<file path="src/common/blur_pkg.sv">
// Blur kernel definitions
// Pixel and sum widths plus the 1 2 1 / 2 4 2 / 1 2 1 weights of the 3x3 Gaussian blur
package blur_pkg;

    typedef logic [7:0]  pixel_t;
    typedef logic [11:0] sum_t;     // Holds 16 x 255

    // Division by 16 after the weighted sum
    localparam int kernel_shift = 4;

    // Weight of one window tap, row and column counted from the top left
    function automatic sum_t kernel_weight(input int row, input int col);
        sum_t weight;
        weight = sum_t'(1);
        if (row == 1) begin
            weight = weight << 1;
        end
        if (col == 1) begin
            weight = weight << 1;
        end
        return weight;
    endfunction

endpackage

</file>
<file path="src/common/eq_pkg.sv">
// Equivalence harness definitions
// Phase encoding and counter widths shared by the control block and the checker
package eq_pkg;

    typedef enum logic [1:0] {
        phase_run,
        phase_settle,
        phase_done
    } phase_t;

    // Cycles spent until both models complete
    typedef logic [15:0] cycle_t;

    // Output pairs that differ
    typedef logic [15:0] err_count_t;

endpackage

</file>
<file path="src/blur_spec/blur_spec.sv">
`timescale 1ns/1ps
// High-level blur model
// Keeps the last three rows in a store addressed by coordinates and blurs each full window
module blur_spec #(
    parameter int img_width  = 8,
    parameter int img_height = 6
) (
    input  logic             clk,
    input  logic             rst_init,
    input  blur_pkg::pixel_t in_data,
    input  logic             in_valid,
    output logic             in_ready,
    output blur_pkg::pixel_t out_data,
    output logic             out_valid,
    input  logic             out_ready,
    output logic             complete
);
    import blur_pkg::*;

    localparam int x_w       = $clog2(img_width);
    localparam int y_w       = $clog2(img_height);
    localparam int out_total = (img_width - 2) * (img_height - 2);
    localparam int cnt_w     = $clog2(out_total + 1);

    typedef logic [x_w-1:0] col_t;
    typedef logic [y_w-1:0] row_t;

    pixel_t           store [3][img_width];
    col_t             x;
    row_t             y;
    logic [1:0]       row_ptr;      // Store row of y, which is y modulo three
    logic [1:0]       row_idx [3];  // Store rows of y-2, y-1 and y
    logic [cnt_w-1:0] out_cnt;
    logic             in_fire;
    logic             out_fire;
    logic             window_full;
    sum_t             window_sum;

    assign in_ready    = ~out_valid & ~complete;
    assign in_fire     = in_valid & in_ready;
    assign out_fire    = out_valid & out_ready;
    assign window_full = (x >= col_t'(2)) && (y >= row_t'(2));

    assign row_idx[0] = (row_ptr == 2'd2) ? 2'd0 : row_ptr + 2'd1;
    assign row_idx[1] = (row_ptr == 2'd0) ? 2'd2 : row_ptr - 2'd1;
    assign row_idx[2] = row_ptr;

    // ##########################################################
    // Window read by coordinate

    always_comb begin
        pixel_t tap;
        col_t   col;
        window_sum = '0;
        for (int r = 0; r < 3; r++) begin
            for (int c = 0; c < 3; c++) begin
                col = x - col_t'(2 - c);
                if (r == 2 && c == 2) begin
                    tap = in_data;      // Newest pixel is not in the store yet
                end else begin
                    tap = store[row_idx[r]][col];
                end
                window_sum = window_sum + kernel_weight(r, c) * sum_t'(tap);
            end
        end
    end

    always_ff @(posedge clk) begin
        if (in_fire) begin
            store[row_ptr][x] <= in_data;
        end
        if (in_fire && window_full) begin
            out_data <= pixel_t'(window_sum >> kernel_shift);
        end
    end

    // ##########################################################
    // Coordinates and output count

    always_ff @(posedge clk) begin
        if (rst_init) begin
            x         <= '0;
            y         <= '0;
            row_ptr   <= '0;
            out_valid <= 1'b0;
            out_cnt   <= '0;
            complete  <= 1'b0;
        end else begin
            if (in_fire) begin
                if (x == col_t'(img_width - 1)) begin
                    x <= '0;
                    if (y == row_t'(img_height - 1)) begin
                        y       <= '0;
                        row_ptr <= 2'd0;
                    end else begin
                        y       <= y + 1'b1;
                        row_ptr <= (row_ptr == 2'd2) ? 2'd0 : row_ptr + 2'd1;
                    end
                end else begin
                    x <= x + 1'b1;
                end
            end
            if (in_fire && window_full) begin
                out_valid <= 1'b1;
            end else if (out_fire) begin
                out_valid <= 1'b0;
                out_cnt   <= out_cnt + 1'b1;
                if (out_cnt == cnt_w'(out_total - 1)) begin
                    complete <= 1'b1;   // Last output of the frame has left
                end
            end
        end
    end

endmodule

</file>
<file path="src/blur_impl/stream_fifo.sv">
`timescale 1ns/1ps
// Output queue of the detailed blur
// Two entries with a level count that the model uses to hold back its input
module stream_fifo (
    input  logic             clk,
    input  logic             rst_init,
    input  logic             push,
    input  blur_pkg::pixel_t push_data,
    output logic             full,
    input  logic             pop,
    output blur_pkg::pixel_t pop_data,
    output logic             empty,
    output logic [1:0]       level
);
    import blur_pkg::*;

    pixel_t mem [2];
    logic   wr_ptr;
    logic   rd_ptr;
    logic   do_push;
    logic   do_pop;

    assign full     = (level == 2'd2);
    assign empty    = (level == 2'd0);
    assign do_push  = push & ~full;     // A push into a full queue is dropped
    assign do_pop   = pop & ~empty;
    assign pop_data = mem[rd_ptr];

    always_ff @(posedge clk) begin
        if (do_push) begin
            mem[wr_ptr] <= push_data;
        end
    end

    always_ff @(posedge clk) begin
        if (rst_init) begin
            wr_ptr <= 1'b0;
            rd_ptr <= 1'b0;
            level  <= 2'd0;
        end else begin
            if (do_push) wr_ptr <= ~wr_ptr;
            if (do_pop) rd_ptr <= ~rd_ptr;
            if (do_push && !do_pop) begin
                level <= level + 2'd1;
            end else if (do_pop && !do_push) begin
                level <= level - 2'd1;
            end
        end
    end

endmodule

</file>
<file path="src/blur_impl/blur_impl.sv">
`timescale 1ns/1ps
// Detailed blur model
// Line buffers feed a 3x3 shift window, a two-stage adder and a small output queue
module blur_impl #(
    parameter int img_width  = 8,
    parameter int img_height = 6
) (
    input  logic             clk,
    input  logic             rst_init,
    input  blur_pkg::pixel_t in_data,
    input  logic             in_valid,
    output logic             in_ready,
    output blur_pkg::pixel_t out_data,
    output logic             out_valid,
    input  logic             out_ready,
    output logic             complete
);
    import blur_pkg::*;

    localparam int x_w       = $clog2(img_width);
    localparam int y_w       = $clog2(img_height);
    localparam int out_total = (img_width - 2) * (img_height - 2);
    localparam int cnt_w     = $clog2(out_total + 1);

    pixel_t           line_prev [img_width];    // Row y-1
    pixel_t           line_old  [img_width];    // Row y-2
    pixel_t           win [3][3];               // Row 0 oldest, column 2 newest
    sum_t             row_sum [3];
    sum_t             total;
    logic [x_w-1:0]   x;
    logic [y_w-1:0]   y;
    logic             win_valid;
    logic             sum_valid;
    logic [cnt_w-1:0] out_cnt;
    logic             in_fire;
    logic             out_fire;
    logic             fifo_full;
    logic             fifo_empty;
    logic [1:0]       fifo_level;
    logic [2:0]       pending;

    // Queued results plus those still in the adder must leave room for one more
    assign pending  = {1'b0, fifo_level} + {2'b00, win_valid} + {2'b00, sum_valid};
    assign in_ready = ~complete & ~fifo_full & (pending < 3'd2);
    assign in_fire  = in_valid & in_ready;

    assign out_valid = ~fifo_empty;
    assign out_fire  = out_valid & out_ready;

    // ##########################################################
    // Line buffers, shift window and adder datapath

    always_ff @(posedge clk) begin
        if (in_fire) begin
            line_old[x]  <= line_prev[x];
            line_prev[x] <= in_data;
            for (int r = 0; r < 3; r++) begin
                win[r][0] <= win[r][1];
                win[r][1] <= win[r][2];
            end
            win[0][2] <= line_old[x];
            win[1][2] <= line_prev[x];
            win[2][2] <= in_data;
        end
        for (int r = 0; r < 3; r++) begin
            row_sum[r] <= sum_t'(win[r][0]) + (sum_t'(win[r][1]) << 1) + sum_t'(win[r][2]);
        end
    end

    // Second adder stage goes straight into the queue
    assign total = row_sum[0] + (row_sum[1] << 1) + row_sum[2];

    stream_fifo u_fifo (
        .clk(clk), .rst_init(rst_init),
        .push(sum_valid), .push_data(pixel_t'(total >> kernel_shift)), .full(fifo_full),
        .pop(out_fire), .pop_data(out_data), .empty(fifo_empty), .level(fifo_level)
    );

    // ##########################################################
    // Position tracker and output count

    always_ff @(posedge clk) begin
        if (rst_init) begin
            x         <= '0;
            y         <= '0;
            win_valid <= 1'b0;
            sum_valid <= 1'b0;
            out_cnt   <= '0;
            complete  <= 1'b0;
        end else begin
            win_valid <= in_fire && (x >= x_w'(2)) && (y >= y_w'(2));
            sum_valid <= win_valid;
            if (in_fire) begin
                if (x == x_w'(img_width - 1)) begin
                    x <= '0;
                    y <= (y == y_w'(img_height - 1)) ? '0 : y + 1'b1;
                end else begin
                    x <= x + 1'b1;
                end
            end
            if (out_fire) begin
                out_cnt <= out_cnt + 1'b1;
                if (out_cnt == cnt_w'(out_total - 1)) begin
                    complete <= 1'b1;
                end
            end
        end
    end

endmodule

</file>
<file path="src/hw/eq_control.sv">
`timescale 1ns/1ps
// Equivalence control
// Admits input to both blur models at once, releases their outputs in lockstep, tracks the run
module eq_control #(
    parameter int img_width  = 8,
    parameter int img_height = 6
) (
    input  logic           clk,
    input  logic           rst_init,
    input  logic           in_valid,
    output logic           in_ready,
    input  logic           spec_in_ready,
    input  logic           impl_in_ready,
    output logic           spec_in_valid,
    output logic           impl_in_valid,
    input  logic           spec_out_valid,
    input  logic           impl_out_valid,
    input  logic           out_ready,
    output logic           out_valid,
    output logic           spec_out_ready,
    output logic           impl_out_ready,
    output logic           pair_fire,
    input  logic           spec_complete,
    input  logic           impl_complete,
    output eq_pkg::cycle_t cycle_count,
    output eq_pkg::phase_t phase,
    output logic           done
);
    import eq_pkg::*;

    localparam int frame_pixels = img_width * img_height;
    localparam int admit_w      = $clog2(frame_pixels + 1);

    logic [admit_w-1:0] admitted;       // Pixels taken from the input stream so far
    logic               in_fire;
    logic               both_complete;
    phase_t             phase_next;

    // ##########################################################
    // Stream synchronization

    // A pixel goes to both models or to neither, one frame at most
    assign in_ready = spec_in_ready & impl_in_ready & (admitted != admit_w'(frame_pixels));
    assign in_fire  = in_valid & in_ready;

    assign spec_in_valid = in_fire;
    assign impl_in_valid = in_fire;

    assign out_valid      = spec_out_valid & impl_out_valid;
    assign pair_fire      = out_valid & out_ready;
    assign spec_out_ready = pair_fire;
    assign impl_out_ready = pair_fire;

    // ##########################################################
    // Run tracking

    assign both_complete = spec_complete & impl_complete;
    assign done          = (phase == phase_done);

    always_comb begin
        phase_next = phase;
        case (phase)
            phase_run: begin
                if (both_complete) begin
                    phase_next = phase_settle;
                end
            end
            default: phase_next = phase_done;   // Settle lasts a single cycle
        endcase
    end

    always_ff @(posedge clk) begin
        if (rst_init) begin
            admitted    <= '0;
            cycle_count <= '0;
            phase       <= phase_run;
        end else begin
            if (in_fire) begin
                admitted <= admitted + 1'b1;
            end
            if (!both_complete) begin
                cycle_count <= cycle_count + 1'b1;   // Frozen once both are complete
            end
            phase <= phase_next;
        end
    end

endmodule

</file>
<file path="src/hw/output_checker.sv">
`timescale 1ns/1ps
// Output pair checker
// Compares each released pair of model outputs and counts the pairs that differ
module output_checker (
    input  logic               clk,
    input  logic               rst_init,
    input  logic               pair_fire,
    input  blur_pkg::pixel_t   spec_data,
    input  blur_pkg::pixel_t   impl_data,
    output eq_pkg::err_count_t mismatch_count,
    output eq_pkg::cycle_t     first_bad_index
);
    import eq_pkg::*;

    cycle_t pair_index;     // Pairs compared so far
    logic   differ;

    assign differ = pair_fire && (spec_data != impl_data);

    always_ff @(posedge clk) begin
        if (rst_init) begin
            pair_index      <= '0;
            mismatch_count  <= '0;
            first_bad_index <= '1;      // All ones until a pair differs
        end else begin
            if (pair_fire) begin
                pair_index <= pair_index + 1'b1;
            end
            if (differ) begin
                mismatch_count <= mismatch_count + 1'b1;
                // Only the first differing pair is recorded
                if (mismatch_count == '0) begin
                    first_bad_index <= pair_index;
                end
            end
        end
    end

endmodule

</file>
<file path="src/hw/eq_top.sv">
`timescale 1ns/1ps
// Equivalence harness top
// Runs the high-level and the detailed blur side by side under one control block
module eq_top #(
    parameter int img_width  = 8,
    parameter int img_height = 6
) (
    input  logic               clk,
    input  logic               rst_init,
    input  blur_pkg::pixel_t   in_data,
    input  logic               in_valid,
    output logic               in_ready,
    output blur_pkg::pixel_t   out_data,
    output logic               out_valid,
    input  logic               out_ready,
    output logic               done,
    output eq_pkg::cycle_t     cycle_count,
    output eq_pkg::err_count_t mismatch_count
);
    import blur_pkg::*;
    import eq_pkg::*;

    logic   spec_in_valid;
    logic   spec_in_ready;
    logic   spec_out_valid;
    logic   spec_out_ready;
    logic   spec_complete;
    logic   impl_in_valid;
    logic   impl_in_ready;
    logic   impl_out_valid;
    logic   impl_out_ready;
    logic   impl_complete;
    logic   pair_fire;
    pixel_t impl_out_data;
    phase_t phase;
    cycle_t first_bad_index;    // Kept for debug

    eq_control #(.img_width(img_width), .img_height(img_height)) u_control (
        .clk(clk), .rst_init(rst_init),
        .in_valid(in_valid), .in_ready(in_ready),
        .spec_in_ready(spec_in_ready), .impl_in_ready(impl_in_ready),
        .spec_in_valid(spec_in_valid), .impl_in_valid(impl_in_valid),
        .spec_out_valid(spec_out_valid), .impl_out_valid(impl_out_valid),
        .out_ready(out_ready), .out_valid(out_valid),
        .spec_out_ready(spec_out_ready), .impl_out_ready(impl_out_ready),
        .pair_fire(pair_fire),
        .spec_complete(spec_complete), .impl_complete(impl_complete),
        .cycle_count(cycle_count), .phase(phase), .done(done)
    );

    // The released stream carries the high-level model's result
    blur_spec #(.img_width(img_width), .img_height(img_height)) u_spec (
        .clk(clk), .rst_init(rst_init),
        .in_data(in_data), .in_valid(spec_in_valid), .in_ready(spec_in_ready),
        .out_data(out_data), .out_valid(spec_out_valid), .out_ready(spec_out_ready),
        .complete(spec_complete)
    );

    blur_impl #(.img_width(img_width), .img_height(img_height)) u_impl (
        .clk(clk), .rst_init(rst_init),
        .in_data(in_data), .in_valid(impl_in_valid), .in_ready(impl_in_ready),
        .out_data(impl_out_data), .out_valid(impl_out_valid), .out_ready(impl_out_ready),
        .complete(impl_complete)
    );

    output_checker u_checker (
        .clk(clk), .rst_init(rst_init), .pair_fire(pair_fire),
        .spec_data(out_data), .impl_data(impl_out_data),
        .mismatch_count(mismatch_count), .first_bad_index(first_bad_index)
    );

endmodule

</file>
<file path="config.mk">
export PLATFORM = sky130hd
export DESIGN_NAME = eq_top
export DESIGN_NICKNAME = d
export VERILOG_FILES = /design/src/common/blur_pkg.sv /design/src/common/eq_pkg.sv /design/src/blur_spec/blur_spec.sv /design/src/blur_impl/stream_fifo.sv /design/src/blur_impl/blur_impl.sv /design/src/hw/eq_control.sv /design/src/hw/output_checker.sv /design/src/hw/eq_top.sv
export SDC_FILE = /design/constraint.sdc
export NUM_CORES = 1
export LEC_CHECK = 0
export ABC_AREA = 0
export BUFFER_PORTS_ARGS = -buffer_cell sky130_fd_sc_hd__buf_2
export CORE_MARGIN = 10
export CORE_UTILIZATION = 44
export CTS_CLUSTER_SIZE = 25
export DETAILED_ROUTE_END_ITERATION = 10
export GPL_ROUTABILITY_DRIVEN = 0
export GPL_TIMING_DRIVEN = 1
export PLACE_DENSITY_LB_ADDON = 0.15
export SLEW_MARGIN = 20
export SYNTH_ARGS = -nofsm -noshare
export SYNTH_HDL_FRONTEND = slang
export SYNTH_SLANG_ARGS = --single-unit
export TNS_END_PERCENT = 20
</file>
<file path="constraint.sdc">
create_clock -name clk -period 8.6 [get_ports clk]
set_input_delay 0.86 -clock clk [delete_from_list [all_inputs] [get_ports clk]]
set_output_delay 0.86 -clock clk [all_outputs]
set_load 0.02 [all_outputs]
</file>
After elaboration in Yosys (flattened, before gate mapping)
Memory sizes are Yosys's and may differ from the RTL's. A register that Yosys moved wholly into a read port is not among the register bits.
Cells that the tools add are included.
{"block": "word_totals", "register_bits": 81, "out_inout_bits": 43, "wordCells": 182, "in_bits": 12, "mem_bits_rw": 444, "memories": 6}
{"block": "op_classes", "n_eq_ne": 12, "n_bitwise": 27, "magnitude_cmp": 9, "addsub": 33, "n_reduce_logical": 21, "mux": 53}
{"memory": "u_spec.store", "depth": 3, "width": 64, "rd": 3, "rd_ports_with_merged_regs": 1, "wr": 1, "line_no": "blur_spec.sv:28", "source": "pixel_t store [3][img_width];"}
{"memory": "u_impl.win", "depth": 3, "width": 24, "rd": 3, "rd_ports_with_merged_regs": 0, "wr": 3, "line_no": "blur_impl.sv:27", "source": "pixel_t win [3][3];"}
{"memory": "u_impl.line_old", "depth": 8, "width": 8, "rd": 1, "rd_ports_with_merged_regs": 1, "wr": 1, "line_no": "blur_impl.sv:26", "source": "pixel_t line_old [img_width];"}
{"memory": "u_impl.line_prev", "depth": 8, "width": 8, "rd": 1, "rd_ports_with_merged_regs": 1, "wr": 1, "line_no": "blur_impl.sv:25", "source": "pixel_t line_prev [img_width];"}
{"memory": "u_impl.row_sum", "depth": 3, "width": 12, "rd": 3, "rd_ports_with_merged_regs": 0, "wr": 3, "line_no": "blur_impl.sv:28", "source": "sum_t row_sum [3];"}
{"memory": "u_impl.u_fifo.mem", "depth": 2, "width": 8, "rd": 1, "rd_ports_with_merged_regs": 1, "wr": 1, "line_no": "stream_fifo.sv:17", "source": "pixel_t mem [2];"}
{"cell": "binary-select mux 8 bit (select 3 bit)", "count": 8}
{"cell": "two-way mux 8 bit", "count": 17}
{"cell": "adder 12 x 8 -> 12 bit", "count": 6}
{"cell": "two-way mux 64 bit", "count": 1}
{"cell": "adder 8 x 9 -> 10 bit", "count": 4}
{"cell": "adder 12 x 9 -> 12 bit", "count": 3}
{"cell": "adder 16 x 1 -> 16 bit (second input constant)", "count": 2}
{"cell": "adder 12 bit", "count": 2}
{"cell": "demux 8 bit (select 3 bit)", "count": 1}
{"cell": "two-way mux 3 bit", "count": 8}
{"cell": "two-way mux 2 bit", "count": 9}
{"cell": "AND 1 bit", "count": 15}
{"cell": "adder 12 x 10 -> 12 bit", "count": 1}
{"cell": "adder 3 x 1 -> 3 bit (second input constant)", "count": 4}
{"cell": "== test 3 bit (second input constant)", "count": 4}
{"cell": ">= comparator 3 x 2 -> 1 bit (second input constant)", "count": 4}
{"cell": ">= comparator 4 bit (second input constant)", "count": 3}
{"cell": "inverter 3 -> 4 bit", "count": 3}
{"cell": "adder 5 x 1 -> 5 bit (second input constant)", "count": 2}
{"cell": "== test 5 bit (second input constant)", "count": 2}
{"cell": "two-way mux 1 bit", "count": 9}
{"cell": "inverter 1 bit", "count": 9}
{"cell": "logical AND 1 bit", "count": 8}
{"cell": "inequality test 8 bit", "count": 1}
{"cell": "other kinds (18)", "count": 29}

Logic depth before layout (Yosys ltp)
An unclocked memory read counts as a cell.
{"block": "depth", "depth_word": 14, "ltp_mapped": 30, "ltp_nobuf": 28}

Modules after synthesis
A second synthesis with hierarchy kept.
{"block": "hier_totals", "cells_unflattened": 2505, "area_unflattened_um2": 30538.0}
{"module": "blur_spec", "area_each_um2": 16270.6, "seq_area_each_um2": 6346.1, "cells_per_inst": 1515, "n_inst": 1}
{"module": "blur_impl", "area_each_um2": 10139.7, "seq_area_each_um2": 6946.7, "cells_per_inst": 560, "n_inst": 1}
{"module": "output_checker", "area_each_um2": 2200.9, "seq_area_each_um2": 960.9, "cells_per_inst": 252, "n_inst": 1}
{"module": "eq_control", "area_each_um2": 1133.6, "seq_area_each_um2": 480.5, "cells_per_inst": 128, "n_inst": 1}
{"module": "stream_fifo", "area_each_um2": 793.3, "seq_area_each_um2": 580.6, "cells_per_inst": 50, "n_inst": 1}

Least setup slack after synthesis
Ideal clock, no wire load.
{"block": "synth_timing", "kind": "register to register", "startpoint": "register u_spec.x[1]", "endpoint": "register u_spec.out_data[7] (data pin)", "t_required_ns": 8.338, "period_less_slack_ns": 7.457, "arrival_time_ns": 7.195, "setup_time_ns": 0.262, "setup_slack_ns": 1.143, "path_stages_with_launch": 30, "path_buffers": 5, "cell_sequence": "dfxtp_1 > buf_2 > inv_2 > buf_2 > buf_2 > ha_1 > buf_1 > buf_1 > mux4_2 > mux2i_1 > ha_1 > fa_1 > a21oi_1 > nor2_1 > nor2_1 > xnor2_1 > fa_1 > fa_1 > fa_1 > fa_1 > inv_1 > ha_1 > nor2b_1 > o21ai_0 > nand2_1 > a21o_1 > a21o_1 > a21o_1 > a21oi_1 > xor2_1"}
{"block": "synth_via", "elab_chain_cells": 13, "elab_cells_between_ends": 37, "classes_between": "add/sub (10); mux (24); bitwise (3)"}
{"element": "from (decl)", "line_no": "blur_spec.sv:29", "source": "col_t x;"}
{"element": "from (signal assigned)", "line_no": "blur_spec.sv:100", "source": "x <= x + 1'b1;"}
{"element": "subtractor 3 x 2 -> 3 bit / subtractor 3 x 1 -> 3 bit (equally long branches)", "line_no": "blur_spec.sv:57", "source": "col = x - col_t'(2 - c);"}
{"element": "inverter 3 -> 4 bit (not written as such)", "line_no": "blur_spec.sv:61", "source": "tap = store[row_idx[r]][col];"}
{"element": "binary-select mux 8 bit (select 3 bit)", "line_no": "blur_spec.sv:61"}
{"element": "two-way mux 8 bit (not written as such) (2 in a row)", "line_no": "blur_spec.sv:61"}
{"element": "adder 8 x 9 -> 10 bit", "line_no": "blur_spec.sv:63", "source": "window_sum = window_sum + kernel_weight(r, c) * sum_t'(tap);"}
{"element": "adder 12 x 8 -> 12 bit", "line_no": "blur_spec.sv:63"}
{"element": "adder 12 x 9 -> 12 bit", "line_no": "blur_spec.sv:63"}
{"element": "adder 12 x 10 -> 12 bit", "line_no": "blur_spec.sv:63"}
{"element": "adder 12 x 9 -> 12 bit", "line_no": "blur_spec.sv:63"}
{"element": "adder 12 x 8 -> 12 bit", "line_no": "blur_spec.sv:63"}
{"element": "adder 12 x 9 -> 12 bit *", "line_no": "blur_spec.sv:63"}
{"element": "adder 12 x 8 -> 12 bit *", "line_no": "blur_spec.sv:63"}
{"element": "via u_spec.window_sum[11]", "line_no": "blur_spec.sv:37", "source": "sum_t window_sum;"}
{"element": "to (signal assigned)", "line_no": "blur_spec.sv:73", "source": "out_data <= pixel_t'(window_sum >> kernel_shift);"}
{"element": "to (decl)", "line_no": "blur_spec.sv:13", "source": "output blur_pkg::pixel_t out_data,"}
The timed path passes the listed nets; every way through them passes the cells marked *. The select of a mux whose other input is x is not followed.
A chain may end at the register's enable or synchronous reset.

Worst setup path in the final report
{"block": "layout_timing", "startpoint": "register u_spec.row_ptr[0]", "endpoint": "register u_spec.out_data[7] (data pin)"}
{"block": "layout_via", "elab_chain_cells": 14, "elab_cells_between_ends": 33, "classes_between": "add/sub (10); eq/ne (1); mux (20); reduce/logical (1); memory (1)"}
{"element": "from (decl)", "line_no": "blur_spec.sv:31", "source": "logic [1:0] row_ptr;"}
{"element": "from (signal assigned)", "line_no": "blur_spec.sv:97", "source": "row_ptr <= (row_ptr == 2'd2) ? 2'd0 : row_ptr + 2'd1;"}
{"element": "adder 2 x 1 -> 2 bit / == test 2 bit (equally long branches)", "line_no": "blur_spec.sv:44", "source": "assign row_idx[0] = (row_ptr == 2'd2) ? 2'd0 : row_ptr + 2'd1;"}
{"element": "two-way mux 2 bit", "line_no": "blur_spec.sv:44"}
{"element": "memory read (3 x 64 bit) *"}
{"element": "binary-select mux 8 bit (select 3 bit)", "line_no": "blur_spec.sv:61"}
{"element": "two-way mux 8 bit (not written as such) (2 in a row)", "line_no": "blur_spec.sv:61"}
{"element": "adder 8 x 9 -> 10 bit", "line_no": "blur_spec.sv:63"}
{"element": "adder 12 x 8 -> 12 bit", "line_no": "blur_spec.sv:63"}
{"element": "adder 12 x 9 -> 12 bit", "line_no": "blur_spec.sv:63"}
{"element": "adder 12 x 10 -> 12 bit", "line_no": "blur_spec.sv:63"}
{"element": "adder 12 x 9 -> 12 bit *", "line_no": "blur_spec.sv:63"}
{"element": "adder 12 x 8 -> 12 bit *", "line_no": "blur_spec.sv:63"}
{"element": "adder 12 x 9 -> 12 bit *", "line_no": "blur_spec.sv:63"}
{"element": "adder 12 x 8 -> 12 bit *", "line_no": "blur_spec.sv:63"}
{"element": "via u_spec.window_sum[11]", "line_no": "blur_spec.sv:37"}
Marked as above.

==> metrics.cfg <==
[timing]
fmax_mhz = 128
rsz0062_at_grt = false
finalSetupTns_ns = 0
finalSetupViolCount = 0
timing.final.max_slew_violations = 0
hold_viol = 0
slew-limit-headroom_pct = 24.6
worstMarginPinSlew_ns = 1.12
fin_skew_ns = 0.0500
period_share_pct = 90.8
period_needed_ns = 7.80
fin_hold_ws_ns = 0.444

[power]
power.density_nw_per_um2 = 261
power.leakage_uw = 0.0121
power.total_uw = 8470
vdd_drop_max_mv = 0.299

[critical_path]
startpoint_type = register
worst_ep_arrival_time_ns = 8.16
cpMaxStageDelayCell = fa_1
crit_path_end_kind = register
r2r_setup_slack_ns = 0.80
slowest_delay_ns = 0.58
required_ns = 8.95
reg2reg_depth = 29
worstPathMaxFanout = 24
path_class = reg2reg
r2r-end = u_spec.out_data[7]
crit_top_cell = fa_1
r2r_start = u_spec.row_ptr[0]

[grt]
antenna_found_initial = 2
grt_pass1_wl_um = 115000
grt_pass1_vias = 18119
grt_max_degree = 104
gr-total-overflow = 0
grt_usage_pct = 19.3

[logic_synthesis]
synth_ff_type = edfxtp_1
synth_edf_count = 416
syn_inst = 2252
ys_types = 51
postSynthAreaPerCell_um2 = 12.9
async_flop_share_pct = 0
yosysSeqAreaShare_pct = 50.7
yosysWarnings = 0
ys_seq_elements = 528
synth_fp_nets = 2425
syn_area_um2 = 29000

[route]
dr_total_vias = 18431
wl_um = 75800
drtIter0Drc = 1683
drc_errors = 0
ant_nets = 0
wl_per_cell_um = 23.6
first_pass_iters = 7
vias_per_cell = 5.74

[cts]
htreeDepth = 2
clkLatencyLatePin_ns = 0.66
path_clk_slew_ns = 0.07
max-clock-path-buffers = 3
cts_setup_buffers = 0
cts_tree = yes
cts-resized-gates = 0
root_buffer = clkbuf_16
cts_buffers = 58
cts.sinks = 528
ctsHoldBuffers = 0

[cells_and_area]
drive_above_1_share_pct = 17.0
layout.cells.non_filler = 3211
fin_util_pct = 49.4
diodes = 0
fillers = 5681
area_growth_pct = 11.6
multiInputGateArea_um2 = 13600
regArea_um2 = 14700
final_nets = 2470

[floorplanning]
rows = 94
die-height_um = 277
die_x_um = 277
core-area_um2 = 65600
die_area_um2 = 76700
initial_core_util_pct = 44.3
ios = 55

[worst_hold_path]
hold_start = u_control.phase[1]
whs_path_depth = 1
min_path_type = reg2reg
holdPathEnd = u_control.phase[0]

[run]
maxCapViolCount = 0

[place]
dp_hpwl_um = 50800
io_buffer_count = 54
dp.cells = 3100

[run_status]
outcome = completed

## logic make-up (layout without fill, tap and decap cells)
kind of cell / Yosys count / after routing / share of synthesized area (%)
DFF: 528 / 528 / 50.7
muxes: 442 / 442 / 21.0
and+or+nand+nor: 439 / 439 / 6.54
AOI/OAI and AO/OA: 338 / 338 / 6.51
buffers and inverters: 228 / 323 / 3.16
adders and majority gates: 161 / 161 / 8.59
xor gates and xnor gates: 116 / 116 / 3.50
## worst max-delay path, delay by kind of cell, from the launching register on
family,cells,cell delay [ns]
DFF,1,0.35
AOI/OAI and AO/OA,7,1.22
muxes,3,0.62
xor gates and xnor gates,2,0.27
and+or+nand+nor,5,0.52
adders and majority gates,8,3.59
buffers and inverters,4,0.91
## routing by layer
layer	global-route usage [%]	share of wire (%)	up-vias
met5	0	0	-
met4	7.60	3.8	0
met3	4.16	7.6	136
met2	28.3	43	664
met1	27.5	45	9205
li1	-	-	8426
## per-stage QoR
step	setup slack, ns	area, um2
final	0.795	32400
after floorplan	1.14	29000
after global routing	0.425	32400
after CTS	0.809	32400
after detailed placement	0.898	30500
after global placement	0.951	30500
## synth_stat cells (all sizes together), types with 2 or more instances
| cell | count | area (um2) |
|---|---|---|
| edfxtp | 416 | 12500 |
| inv | 106 | 398 |
| nand2b | 4 | 25.0 |
| and3 | 12 | 75.1 |
| mux2 | 44 | 495 |
| a211o | 2 | 17.5 |
| and2 | 10 | 62.6 |
| o21a | 11 | 82.6 |
| nor2 | 211 | 792 |
| nor2b | 11 | 68.8 |
| fa | 64 | 1280 |
| o21bai | 23 | 173 |
| nand2 | 116 | 435 |
| clkbuf | 53 | 199 |
| nor4 | 14 | 87.6 |
| xnor2 | 61 | 534 |
| mux2i | 269 | 2690 |
| buf | 69 | 320 |
| nand4 | 12 | 75.1 |
| xor2 | 55 | 482 |
| a21oi | 183 | 920 |
| dfxtp | 112 | 2240 |
| o2111ai | 2 | 17.5 |
| ha | 97 | 1210 |
| mux4 | 129 | 2910 |
| nor3 | 20 | 105 |
| nand3b | 2 | 15.0 |
| o21ai | 83 | 415 |
| and4 | 3 | 26.3 |
| a22o | 2 | 17.5 |
| nor3b | 3 | 22.5 |
| a41oi | 3 | 26.3 |
| a21o | 21 | 158 |
| nand3 | 19 | 95.1 |
## final cells by class
class	instances	share of cell area [%]
clock buffers	71	4.69
clock inverters	39	1.12
inverters	106	1.24
multi-input cells	1496	41.9
flip-flops and latches	528	45.5
well taps	864	3.33
repair buffers	107	2.21
## sequential cells by signal (all words and copies together) (netlist names), 2 cells and up, named ones only
register and flops:
u_checker.mismatch_count 16, u_control.admitted 6, u_control.cycle_count 16, u_control.phase 2, u_impl.line_old 64, u_impl.line_prev 64
u_impl.out_cnt 5, u_impl.row_sum 33, u_impl.u_fifo.level 2, u_impl.u_fifo.mem 16, u_impl.win 72, u_impl.x 3
u_impl.y 3, u_spec.out_cnt 5, u_spec.out_data 8, u_spec.row_ptr 2, u_spec.store 192, u_spec.x 3
u_spec.y 3
## cells in the final DEF, fill, tap and decap left out, types with 8 or more instances in the layout
cell type	n
edfxtp_1	416
mux2i_1	269
nor2_1	208
a21oi_1	182
mux4_2	129
nand2_1	116
dfxtp_1	108
inv_1	103
ha_1	93
o21ai_0	81
fa_1	64
xnor2_1	61
clkbuf_16	58
xor2_1	54
buf_2	54
buf_4	48
mux2_2	44
o21bai_1	23
a21o_1	21
nand3_1	19
clkinv_2	17
nor3_1	15
and3_1	12
nand4_1	12
nor2b_1	11
o21a_1	11
clkbuf_1	11
and2_1	10
clkinv_1	10
nor4_4	8
## power by group
group | internal [uW] | total [uW] | switching [uW]
combinational | 1290 | 2880 | 1590
sequential | 3090 | 3150 | 66.1
clock | 1390 | 2440 | 1060
total | 5760 | 8470 | 2720
## worst max-delay path by stage
stage                     cells past startpoint         startpoint  slack, ns            endpoint
after global placement                       29  u_spec.row_ptr[0]       0.95  u_spec.out_data[7]
after CTS                                    29  u_spec.row_ptr[0]       0.81  u_spec.out_data[7]
after global routing                         29  u_spec.row_ptr[0]       0.42  u_spec.out_data[7]
after floorplan                              29        u_spec.x[1]       1.14  u_spec.out_data[7]
after detailed placement                     29  u_spec.row_ptr[0]       0.90  u_spec.out_data[7]
final                                        29  u_spec.row_ptr[0]       0.80  u_spec.out_data[7]
Note: power is estimated with default switching activity, not from simulation.
